File: src/logic/rename_defines.svh
`ifndef RENAME_DEFINES_SVH
`define RENAME_DEFINES_SVH

// Architectural register file size
`define ARCH_REGS 32

// Physical tags, including the ones held by the reset map
`define PHYS_REGS 64

`define ROB_DEPTH 16

`endif

File: src/logic/rename_pkg.sv
`default_nettype none

`include "rename_defines.svh"

package rename_pkg;

  typedef logic [$clog2(`ARCH_REGS)-1:0] arch_reg_t;
  typedef logic [$clog2(`PHYS_REGS)-1:0] phys_reg_t;
  typedef logic [$clog2(`ROB_DEPTH)-1:0] rob_ptr_t;

  // Needs one extra bit to hold a completely full list
  typedef logic [$clog2(`PHYS_REGS + 1)-1:0] fl_count_t;

  typedef enum logic [1:0] {
    S_INIT,
    S_RUN,
    S_HALTED
  } ctrl_state_e;

  // Only OP_ALU writes a destination register
  typedef enum logic [1:0] {
    OP_NOP,
    OP_ALU,
    OP_HALT
  } op_e;

endpackage

`default_nettype wire

File: src/logic/fill_counter.sv
`timescale 1ns/1ps
`default_nettype none

`include "rename_defines.svh"

module fill_counter (
  input  logic                  clk,
  input  logic                  rst_n,
  input  logic                  fill_en,
  output rename_pkg::phys_reg_t fill_tag,
  output logic                  fill_last
);
  import rename_pkg::*;

  // Tags below ARCH_REGS belong to the reset map
  always_ff @(posedge clk) begin
    if (!rst_n) begin
      fill_tag <= phys_reg_t'(`ARCH_REGS);
    end else if (fill_en && !fill_last) begin
      fill_tag <= fill_tag + 1'b1;
    end
  end

  // Holds at the top tag once reached
  assign fill_last = (fill_tag == phys_reg_t'(`PHYS_REGS - 1));

endmodule

`default_nettype wire

File: src/logic/free_list.sv
`timescale 1ns/1ps
`default_nettype none

`include "rename_defines.svh"

module free_list (
  input  logic                  clk,
  input  logic                  rst_n,
  input  logic                  push,
  input  rename_pkg::phys_reg_t push_tag,
  input  logic                  pop,
  output rename_pkg::phys_reg_t head_tag,
  output logic                  empty
);
  import rename_pkg::*;

  localparam int PTR_W = $clog2(`PHYS_REGS);

  phys_reg_t        mem [`PHYS_REGS];
  logic [PTR_W-1:0] head;
  logic [PTR_W-1:0] tail;
  fl_count_t        count;

  always_ff @(posedge clk) begin
    if (!rst_n) begin
      head  <= '0;
      tail  <= '0;
      count <= '0;
    end else begin
      if (push) tail <= tail + 1'b1;
      if (pop) head <= head + 1'b1;
      case ({push, pop})
        2'b10:   count <= count + 1'b1;
        2'b01:   count <= count - 1'b1;
        default: count <= count;
      endcase
    end
  end

  always_ff @(posedge clk) begin
    if (push) begin
      mem[tail] <= push_tag;
    end
  end

  // Pointers wrap on their own since the depth is a power of two
  assign head_tag = mem[head];
  assign empty    = (count == '0);

endmodule

`default_nettype wire

File: src/logic/map_table.sv
`timescale 1ns/1ps
`default_nettype none

`include "rename_defines.svh"

module map_table (
  input  logic                   clk,
  input  logic                   rst_n,
  input  rename_pkg::arch_reg_t  src_a,
  input  rename_pkg::arch_reg_t  src_b,
  input  rename_pkg::arch_reg_t  dest,
  input  logic                   write_en,
  input  rename_pkg::phys_reg_t  new_tag,
  input  logic                   comp_tag_valid,
  input  rename_pkg::phys_reg_t  comp_tag,
  output rename_pkg::phys_reg_t  tag_a,
  output rename_pkg::phys_reg_t  tag_b,
  output rename_pkg::phys_reg_t  tag_old,
  output logic                   rdy_a,
  output logic                   rdy_b
);
  import rename_pkg::*;

  phys_reg_t             map [`ARCH_REGS];
  logic [`ARCH_REGS-1:0] ready;

  always_ff @(posedge clk) begin
    if (!rst_n) begin
      // Identity mapping, every value committed
      for (int i = 0; i < `ARCH_REGS; i++) begin
        map[i]   <= phys_reg_t'(i);
        ready[i] <= 1'b1;
      end
    end else begin
      // CAM match on the completing tag
      if (comp_tag_valid) begin
        for (int i = 0; i < `ARCH_REGS; i++) begin
          if (map[i] == comp_tag) begin
            ready[i] <= 1'b1;
          end
        end
      end
      // Rename wins over a ready-set of the old tag
      if (write_en) begin
        map[dest]   <= new_tag;
        ready[dest] <= 1'b0;
      end
    end
  end

  // No bypass of same-cycle completion
  assign tag_a   = map[src_a];
  assign rdy_a   = ready[src_a];
  assign tag_b   = map[src_b];
  assign rdy_b   = ready[src_b];
  assign tag_old = map[dest];

endmodule

`default_nettype wire

File: src/logic/rename_ctrl.sv
`timescale 1ns/1ps
`default_nettype none

module rename_ctrl (
  input  logic            clk,
  input  logic            rst_n,
  input  logic            fill_last,
  input  logic            rob_full,
  input  logic            fl_empty,
  input  logic            retire_valid,
  input  rename_pkg::op_e retire_op,
  output logic            fill_en,
  output logic            dispatch_ready,
  output logic            halted
);
  import rename_pkg::*;

  ctrl_state_e state;
  ctrl_state_e state_next;

  always_ff @(posedge clk) begin
    if (!rst_n) begin
      state <= S_INIT;
    end else begin
      state <= state_next;
    end
  end

  always_comb begin
    state_next = state;
    case (state)
      // Free list is being loaded with the spare tags
      S_INIT: if (fill_last) state_next = S_RUN;
      S_RUN: if (retire_valid && (retire_op == OP_HALT)) state_next = S_HALTED;
      // Halted until the next reset
      default: state_next = state;
    endcase
  end

  assign fill_en = (state == S_INIT);

  // Independent of dispatch_valid
  assign dispatch_ready = (state == S_RUN) && !rob_full && !fl_empty;

  assign halted = (state == S_HALTED);

endmodule

`default_nettype wire

File: src/logic/rename_unit.sv
`timescale 1ns/1ps
`default_nettype none

module rename_unit (
  input  logic                  clk,
  input  logic                  rst_n,
  input  logic                  dispatch_valid,
  input  rename_pkg::op_e       dispatch_op,
  input  rename_pkg::arch_reg_t dispatch_dest,
  input  rename_pkg::arch_reg_t dispatch_src_a,
  input  rename_pkg::arch_reg_t dispatch_src_b,
  input  logic                  complete_valid,
  input  rename_pkg::rob_ptr_t  complete_rob_idx,
  output logic                  dispatch_ready,
  output rename_pkg::rob_ptr_t  dispatch_rob_idx,
  output rename_pkg::phys_reg_t dispatch_tag,
  output rename_pkg::phys_reg_t dispatch_tag_a,
  output logic                  dispatch_rdy_a,
  output rename_pkg::phys_reg_t dispatch_tag_b,
  output logic                  dispatch_rdy_b,
  output logic                  retire_valid,
  output rename_pkg::op_e       retire_op,
  output rename_pkg::arch_reg_t retire_dest,
  output rename_pkg::phys_reg_t retire_tag,
  output rename_pkg::phys_reg_t retire_tag_old,
  output logic                  halted
);
  import rename_pkg::*;

  logic      fill_en;
  logic      fill_last;
  phys_reg_t fill_tag;
  logic      rob_full;
  logic      fl_empty;
  logic      fl_push;
  phys_reg_t fl_push_tag;
  phys_reg_t map_tag_old;
  logic      comp_tag_valid;
  phys_reg_t comp_tag;
  logic      dispatch_fire;
  logic      alu_fire;
  logic      retire_alu;

  assign dispatch_fire = dispatch_valid && dispatch_ready;
  assign alu_fire      = dispatch_fire && (dispatch_op == OP_ALU);
  assign retire_alu    = retire_valid && (retire_op == OP_ALU);

  // Spare tags during init, freed tags from retirement afterwards
  assign fl_push     = fill_en || retire_alu;
  assign fl_push_tag = fill_en ? fill_tag : retire_tag_old;

  rename_ctrl i_rename_ctrl (
    .clk           (clk),
    .rst_n         (rst_n),
    .fill_last     (fill_last),
    .rob_full      (rob_full),
    .fl_empty      (fl_empty),
    .retire_valid  (retire_valid),
    .retire_op     (retire_op),
    .fill_en       (fill_en),
    .dispatch_ready(dispatch_ready),
    .halted        (halted)
  );

  fill_counter i_fill_counter (
    .clk      (clk),
    .rst_n    (rst_n),
    .fill_en  (fill_en),
    .fill_tag (fill_tag),
    .fill_last(fill_last)
  );

  free_list i_free_list (
    .clk     (clk),
    .rst_n   (rst_n),
    .push    (fl_push),
    .push_tag(fl_push_tag),
    .pop     (alu_fire),
    .head_tag(dispatch_tag),
    .empty   (fl_empty)
  );

  map_table i_map_table (
    .clk           (clk),
    .rst_n         (rst_n),
    .src_a         (dispatch_src_a),
    .src_b         (dispatch_src_b),
    .dest          (dispatch_dest),
    .write_en      (alu_fire),
    .new_tag       (dispatch_tag),
    .comp_tag_valid(comp_tag_valid),
    .comp_tag      (comp_tag),
    .tag_a         (dispatch_tag_a),
    .tag_b         (dispatch_tag_b),
    .tag_old       (map_tag_old),
    .rdy_a         (dispatch_rdy_a),
    .rdy_b         (dispatch_rdy_b)
  );

  reorder_buffer i_reorder_buffer (
    .clk             (clk),
    .rst_n           (rst_n),
    .alloc           (dispatch_fire),
    .alloc_op        (dispatch_op),
    .alloc_dest      (dispatch_dest),
    .alloc_tag       (dispatch_tag),
    .alloc_tag_old   (map_tag_old),
    .complete_valid  (complete_valid),
    .complete_rob_idx(complete_rob_idx),
    .tail            (dispatch_rob_idx),
    .full            (rob_full),
    .comp_tag_valid  (comp_tag_valid),
    .comp_tag        (comp_tag),
    .retire_valid    (retire_valid),
    .retire_op       (retire_op),
    .retire_dest     (retire_dest),
    .retire_tag      (retire_tag),
    .retire_tag_old  (retire_tag_old)
  );

endmodule

`default_nettype wire

File: src/logic/reorder_buffer.sv
`timescale 1ns/1ps
`default_nettype none

`include "rename_defines.svh"

module reorder_buffer (
  input  logic                  clk,
  input  logic                  rst_n,
  input  logic                  alloc,
  input  rename_pkg::op_e       alloc_op,
  input  rename_pkg::arch_reg_t alloc_dest,
  input  rename_pkg::phys_reg_t alloc_tag,
  input  rename_pkg::phys_reg_t alloc_tag_old,
  input  logic                  complete_valid,
  input  rename_pkg::rob_ptr_t  complete_rob_idx,
  output rename_pkg::rob_ptr_t  tail,
  output logic                  full,
  output logic                  comp_tag_valid,
  output rename_pkg::phys_reg_t comp_tag,
  output logic                  retire_valid,
  output rename_pkg::op_e       retire_op,
  output rename_pkg::arch_reg_t retire_dest,
  output rename_pkg::phys_reg_t retire_tag,
  output rename_pkg::phys_reg_t retire_tag_old
);
  import rename_pkg::*;

  localparam int CNT_W = $clog2(`ROB_DEPTH + 1);

  op_e                   entry_op      [`ROB_DEPTH];
  arch_reg_t             entry_dest    [`ROB_DEPTH];
  phys_reg_t             entry_tag     [`ROB_DEPTH];
  phys_reg_t             entry_tag_old [`ROB_DEPTH];
  logic [`ROB_DEPTH-1:0] entry_done;
  rob_ptr_t              head;
  logic [CNT_W-1:0]      count;

  always_ff @(posedge clk) begin
    if (!rst_n) begin
      head       <= '0;
      tail       <= '0;
      count      <= '0;
      entry_done <= '0;
    end else begin
      if (alloc) begin
        entry_done[tail] <= 1'b0;
        tail             <= tail + 1'b1;
      end
      // Never names the entry being allocated
      if (complete_valid) entry_done[complete_rob_idx] <= 1'b1;
      if (retire_valid) head <= head + 1'b1;
      case ({alloc, retire_valid})
        2'b10:   count <= count + 1'b1;
        2'b01:   count <= count - 1'b1;
        default: count <= count;
      endcase
    end
  end

  always_ff @(posedge clk) begin
    if (alloc) begin
      entry_op[tail]      <= alloc_op;
      entry_dest[tail]    <= alloc_dest;
      entry_tag[tail]     <= alloc_tag;
      entry_tag_old[tail] <= alloc_tag_old;
    end
  end

  assign full = (count == CNT_W'(`ROB_DEPTH));

  // Wakeup only for entries that own a destination
  assign comp_tag_valid = complete_valid && (entry_op[complete_rob_idx] == OP_ALU);
  assign comp_tag       = entry_tag[complete_rob_idx];

  assign retire_valid   = (count != '0) && entry_done[head];
  assign retire_op      = entry_op[head];
  assign retire_dest    = entry_dest[head];
  assign retire_tag     = entry_tag[head];
  assign retire_tag_old = entry_tag_old[head];

endmodule

`default_nettype wire

File: config.mk
export PLATFORM = sky130hd
export DESIGN_NAME = rename_unit
export DESIGN_NICKNAME = d
export VERILOG_FILES = /design/src/logic/rename_pkg.sv /design/src/logic/fill_counter.sv /design/src/logic/free_list.sv /design/src/logic/map_table.sv /design/src/logic/rename_ctrl.sv /design/src/logic/rename_unit.sv /design/src/logic/reorder_buffer.sv
export VERILOG_INCLUDE_DIRS = /design/src /design/src/logic
export SDC_FILE = /design/constraint.sdc
export NUM_CORES = 1
export LEC_CHECK = 0
export CAP_MARGIN = 10
export CORE_ASPECT_RATIO = 0.5
export CORE_MARGIN = 5
export CORE_UTILIZATION = 40
export CTS_CLUSTER_DIAMETER = 200
export DETAILED_ROUTE_END_ITERATION = 6
export DONT_BUFFER_PORTS = 1
export HOLD_SLACK_MARGIN = 0.15
export MAX_ROUTING_LAYER = met4
export PLACE_DENSITY = 0.52
export REMOVE_ABC_BUFFERS = 1
export SYNTH_ARGS = -nofsm -noshare
export SYNTH_HDL_FRONTEND = slang
export SYNTH_SLANG_ARGS = --single-unit
File: constraint.sdc
create_clock -name clk -period 6 [get_ports clk]
set_clock_uncertainty 0.2 [all_clocks]
set_input_delay 0.3 -clock clk [delete_from_list [all_inputs] [get_ports clk]]
set_output_delay 0.3 -clock clk [all_outputs]
set_load 0.005 [all_outputs]
After elaboration in Yosys (flattened, before gate mapping)
Memories as Yosys holds them, arrays and structs flattened. A register that Yosys moved wholly into a read port is not among the register bits. Index checks and enable logic that the tools add are counted.

Latch bits: 0. Memory bits (writable): 880. Output and inout bits: 46. Memory bits (read-only): 0. Logic and storage cells: 186. Memories kept: 6. Flip-flop bits (word level): 88. Input bits: 25.

Memories: i_free_list.mem (words 64, bits a word 6, rd ports 1, clocked after Yosys merged registers in 1, wr ports 1, line free_list.sv:19) `` phys_reg_t mem [`PHYS_REGS]; ``; i_map_table.map (words 32, bits a word 6, rd ports 35, clocked after Yosys merged registers in 0, wr ports 32, line map_table.sv:24) `` phys_reg_t map [`ARCH_REGS]; ``; i_reorder_buffer.entry_tag (words 16, bits a word 6, rd ports 2, clocked after Yosys merged registers in 1, wr ports 1, line reorder_buffer.sv:32) `` phys_reg_t entry_tag [`ROB_DEPTH]; ``; i_reorder_buffer.entry_tag_old (words 16, bits a word 6, rd ports 1, clocked after Yosys merged registers in 1, wr ports 1, line reorder_buffer.sv:33) `` phys_reg_t entry_tag_old [`ROB_DEPTH]; ``; i_reorder_buffer.entry_dest (words 16, bits a word 5, rd ports 1, clocked after Yosys merged registers in 1, wr ports 1, line reorder_buffer.sv:31) `` arch_reg_t entry_dest [`ROB_DEPTH]; ``; i_reorder_buffer.entry_op (words 16, bits a word 2, rd ports 2, clocked after Yosys merged registers in 1, wr ports 1, line reorder_buffer.sv:30) `` op_e entry_op [`ROB_DEPTH]; ``.

Shifts and indexed selects: 0. Bitwise logic cells: 5. Order comparisons: 9. Eq/ne operators: 46. Div/mod/pow operators: 0. Reductions and logical operators: 24. Add/subtract/negate cells: 9. Mux-type cells: 77. Multiply operators: 0.

Operators with widths (count): $eq 6x6->1 (32); $mux 32 (3); $mux 16 (3); $mux 1 (47); $and 32x32->32 (1); $mux 4 (8); $not 32->32 (1); $mux 6 (4); $add 6x1->6 const B (3); $lt 5x6->1 const B (3); $and 16x16->16 (1); $not 16->16 (1); $or 16x16->16 (1); $lt 4x5->1 const B (3); $pmux 7 s2 (1); $eq 2x1->1 const B (6); $logic_and 1x1->1 (12); $bmux 1 s5 (2); $pmux 5 s2 (1); $add 4x1->4 const B (2); $demux 1 s4 (2); $eq 2x2->1 const B (4); $ge 4x1->1 const B (2); $add 7x1->7 const B (1); 20 further kinds (26).

Depth between registers and ports, before layout
Depth in word-level cells: 11. Gate-level depth with buffers: 20. Gate-level depth less buffers: 16.

By module
A second synthesis with hierarchy kept.

Cells, all modules: 2805. Area, all modules: 46585.9 um2.

Modules (own cells, without submodules): free_list (times used 1, cells an instance 865, area each 16300.6 um2, sequential area each 12031.5 um2); map_table (times used 1, cells an instance 1182, area each 15666.3 um2, sequential area each 6406.1 um2); reorder_buffer (times used 1, cells an instance 699, area each 14063.5 um2, sequential area each 9789.4 um2); fill_counter (times used 1, cells an instance 36, area each 329.1 um2, sequential area each 120.1 um2); rename_unit (times used 1, cells an instance 11, area each 127.6 um2, sequential area each 0.0 um2); rename_ctrl (times used 1, cells an instance 12, area each 98.8 um2, sequential area each 40.0 um2).

Worst setup path after synthesis
OpenSTA, ideal clock, no wires.

Path kind: reg2reg. From: register with a tool-made name. To: register i_free_list.count[4]. Data arrival time: 4.189 ns. Slack: 1.540 ns. Period minus slack after synthesis: 4.460 ns. Path buffers: 4. Required time: 5.730 ns. Setup time: 0.070 ns. Stages on the path, launching flop included: 20. Path through: dfxtp_1 > buf_2 > buf_6 > mux4_2 > a22oi_2 > nand3_2 > nand2b_1 > o21ai_4 > inv_4 > clkbuf_1 > ha_1 > clkbuf_1 > xor2_1 > ha_1 > a21oi_1 > o21ai_0 > a221oi_1 > xor2_1 > or3_1 > a21oi_1.

RTL lines: end signal: assignment (line free_list.sv:33) `2'b10: count <= count + 1'b1;`; end signal: assignment (line free_list.sv:34) `2'b01: count <= count - 1'b1;`; end signal: assignment (line free_list.sv:35) `default: count <= count;`; end: declaration (line free_list.sv:22) `fl_count_t count;`.

==> key figures <==
Final layout
  • Design area: 0.05093 sq mm
  • Area of the multi-input gates: 0.01673 sq mm
  • Nets: between 2000 and 3000
  • Area delta synth->final: 11.01%
  • Share of layout cells above drive strength 1: 0.2553
  • Storage element area: 0.02840 sq mm
  • Final core utilization: 0.4494
  • Filler cells: 9807

Detailed routing
  • DRT antenna net count: 0
  • Routed WL: 129200 microns
  • Vias per inst: roughly 6.0
  • Drt first-iter violations: 2679
  • First-pass iteration count of the detailed router: 5
  • Via count: 25783
  • DR WL/cell: 29.89 microns
  • DRC violations left: 0

Critical path
  • Crit Path Class: reg2reg
  • Crit path capture type: register
  • R2R Path End: i_free_list.count[4]
  • R2R Setup Slk: 1.11 ns
  • Crit-path max FO: 33
  • R2R cell count: 15
  • CP required: 6.42 ns
  • Startpoint class of the critical path: register
  • Arr. time, crit path: 5.31 ns

Yosys
  • Post-synth ARST share: 0
  • Synth area leader: edfxtp_1
  • Synth cell count leaders: 880 x edfxtp_1, 429 x mux4_2, 246 x nor2_1, 220 x nand2_1, 169 x xnor2_1
  • Ys flop type: edfxtp_1
  • Top cells by area, synth: edfxtp_1 58%, mux4_2 21%, dfxtp_1 4.3%
  • XOR/XNOR Fraction of Synth Area: 0.04181
  • Register area share after synthesis: 0.6188
  • Main combinational cell family by area after synthesis: multiplexers
  • Avg Cell Area, Syn: 16.68 sq um
  • Synth unique cells: 65
  • EDFF count, synth: 880
  • Count of mapped cells out of synthesis: ~2800
  • Post-synthesis mux area share: 0.2247
  • Top-count cell post-synth: edfxtp_1
  • Yosys Warn Count: 0
  • Compound-gate portion of the synthesized area: 0.02299
  • Post-synthesis simple-gate area fraction: 0.06611
  • Post-synthesis instance area: ~0.046 sq mm
  • Register bit count reported by yosys: 978
  • Synth top area share: 0.5760
  • Synth Area in Adders: 0.004527

Status
  • Status: finished, final reports clean

Timing
  • Final setup viols: 0
  • Pins Over Slew Limit: 0
  • Fmax achieved: 204.6 MHz
  • Tmin final: 4.888 ns
  • Final period util: 0.8146
  • Relative slew slack: 0.2796
  • Final TNS setup: 0 ns
  • Hold Vio Cnt, Final: 0
  • RSZ-0062 raised after global routing: no
  • Worst slew pin tran: 1.072 ns

Power and ir drop
  • Reg power frac: 0.524
  • Comb power frac: 0.063
  • Pleak: 0.01522 uW
  • Pwr dens: 281.8 mW/mm^2
  • Switching portion of total power: 0.2315
  • Clock share of power: 0.413
  • Maximum vdd ir drop: around 200 uV
  • Switch Pwr: 3323 uW
  • Internal Dissipation: 11030 uW

GRT
  • Gr ovfl total: 0
  • Pin count of the biggest net entering global routing: 76
  • Gr busiest metal: met2
  • Met3 Use GR: 0.04519
  • Met2 Resource Use GR: 0.3262
  • First-pass GRT wire length: 187000 microns
  • Initial antenna violation count: 8
  • Vias in the first global route: ~26000
  • GRT Total Usage: 0.2179
  • GR Util met1: 0.3054

Floorplanning
  • Core area: 0.1133 sq mm
  • DIE AREA: 0.1220 sq mm
  • Initial Util: 0.4049
  • Die Y: 249.5 microns
  • # rows: 87
  • IO Pins: 71
  • DIE WIDTH: between 400 and 500 microns

Clock tree
  • Clk Latency, worst-skew pair: around 0.7 ns
  • Post-CTS Resized: 0
  • TritonCTS clock tree: built
  • CTS max path bufs: 3
  • Postcts setup bufs: 0
  • Clk pin slew, worst setup/hold paths: 0.07 ns
  • CTS H-tree depth: 3
  • Num Clock Sinks: slightly below 1000
  • # hold bufs at CTS: 28
  • Clock root buffer: clkbuf_16
  • Num CTS Buffers: 91

Min path
  • Worst hold endpoint: i_map_table.ready[18]
  • Hold Crit Start: complete_valid
  • Hold path depth: 4
  • Worst hold path class: in2reg

Placement
  • GP Congestion: about 0.85
  • Port buffer count: 0
  • Hpwl dp: around 80000 microns
  • Area after DPL: 0.04758 sq mm

Run
  • Max cap viols: 0
stage by stage:
stage               cells  hold slack, ns  power [uW]  worst slack (ns)
floorplan            2551          0.1619        8206            -1.042
global placement     4120          0.2010        8511             1.141
detailed placement   4120          0.2004        8519             1.109
CTS                  4318          0.2120       14480             1.057
global route         4322          0.2505       14840            0.6652
finish               4322          0.2647       14350             1.112
critical path: stages (launching register included):
cell	delay [ns]
dfxtp_4	0.67
mux4_2	0.41
a22oi_2	0.21
nand3_2	0.21
nand2b_1	0.24
o21ai_4	0.39
inv_4	0.19
ha_1	0.44
xor2_1	0.23
ha_1	0.21
a21oi_1	0.24
o21ai_0	0.13
a221oi_1	0.40
xor2_1	0.13
or3_1	0.32
a21oi_1	0.15
power by group through the flow:
stage | registers (uW) | clock network, uW | logic [uW]
floorplan | 7660 | 0 | 550
global placement | 7670 | 0 | 841
detailed placement | 7670 | 0 | 846
CTS | 7520 | 6060 | 900
global route | 7530 | 6360 | 948
finish | 7520 | 5930 | 900
logic make-up (layout without fill, tap and decap cells):
logic type                 count (synthesis)  count (layout)
DFF                                      978             978
and+or+nand+nor                          676             676
muxes                                    490             490
buffers and inverters                    223             278
xor gates and xnor gates                 219             219
AOI/OAI and AO/OA                        148             148
adders and majority gates                 16              16
other                                      0               4
worst max path at each step:
stage	startpoint	end	slack (ns)	depth (start not counted)
3_5_place_dp	i_free_list.count[1]	i_free_list.count[4]	1.11	14
3_3_place_gp	i_free_list.count[3]	i_free_list.count[6]	1.14	15
4_1_cts	register	dispatch_tag[2]	1.06	9
2_1_floorplan	register	i_free_list.count[4]	-1.04	15
5_1_grt	i_free_list.count[4]	i_free_list.count[4]	0.67	14
6_report	register	i_free_list.count[4]	1.11	15
cell usage in the layout, fill, tap and decap left out, drive strengths merged, types with 4 or more instances in the layout:
cell | Yosys | final
edfxtp | 880 | 880
mux4 | 429 | 429
nor2 | 254 | 254
nand2 | 220 | 220
xnor2 | 169 | 169
clkbuf | 101 | 110
dfxtp | 98 | 98
buf | 98 | 62
nand3 | 58 | 58
xor2 | 50 | 50
clkinv | 3 | 41
nor4 | 35 | 35
mux2i | 34 | 34
o31a | 32 | 32
a21oi | 30 | 30
o21ai | 30 | 30
mux2 | 27 | 27
a22oi | 27 | 27
inv | 21 | 26
dlygate4sd3 | 0 | 22
nor3 | 17 | 17
ha | 15 | 15
nand3b | 14 | 14
nor2b | 12 | 12
nand4 | 12 | 12
or3 | 11 | 11
nand2b | 10 | 10
clkinvlp | 0 | 9
bufinv | 0 | 8
or2 | 7 | 7
and2 | 6 | 6
and3 | 5 | 5
diode | 0 | 4
nor3b | 4 | 4
or3b | 4 | 4
a31oi | 4 | 4
area by class of cell:
type                       instances  share of cell area
clock inverter                    60             0.01223
multi-input combinational       1549              0.3285
antenna                            4           0.0001965
timing repair buffer              84             0.01582
tap                             1513             0.03717
clock buffer                     110             0.04651
inverter                          24            0.001843
sequential                       978              0.5577
metal layers:
| metal | part of all wire | wire (microns) | up-vias |
|---|---|---|---|
| met3 | 0.067 | 8621 | 169 |
| li1 | - | - | 10873 |
| met2 | 0.46 | 59770 | 860 |
| met5 | 0 | 0 | - |
| met4 | 0.025 | 3246 | 0 |
| met1 | 0.45 | 57540 | 13881 |
state kept, by name (all words and copies together), names as in the netlist, named ones only:
signal	cells
i_reorder_buffer.entry_tag_old	96
i_reorder_buffer.count	5
i_free_list.count	7
i_reorder_buffer.entry_dest	80
i_free_list.tail	6
i_fill_counter.fill_tag	6
i_reorder_buffer.head	4
i_map_table.map	192
i_reorder_buffer.entry_done	16
i_reorder_buffer.entry_op	32
i_free_list.mem	384
i_map_table.ready	32
i_free_list.head	6
i_rename_ctrl.state	2
i_reorder_buffer.tail	4
i_reorder_buffer.entry_tag	96
Note: power is estimated with default switching activity, not from simulation.
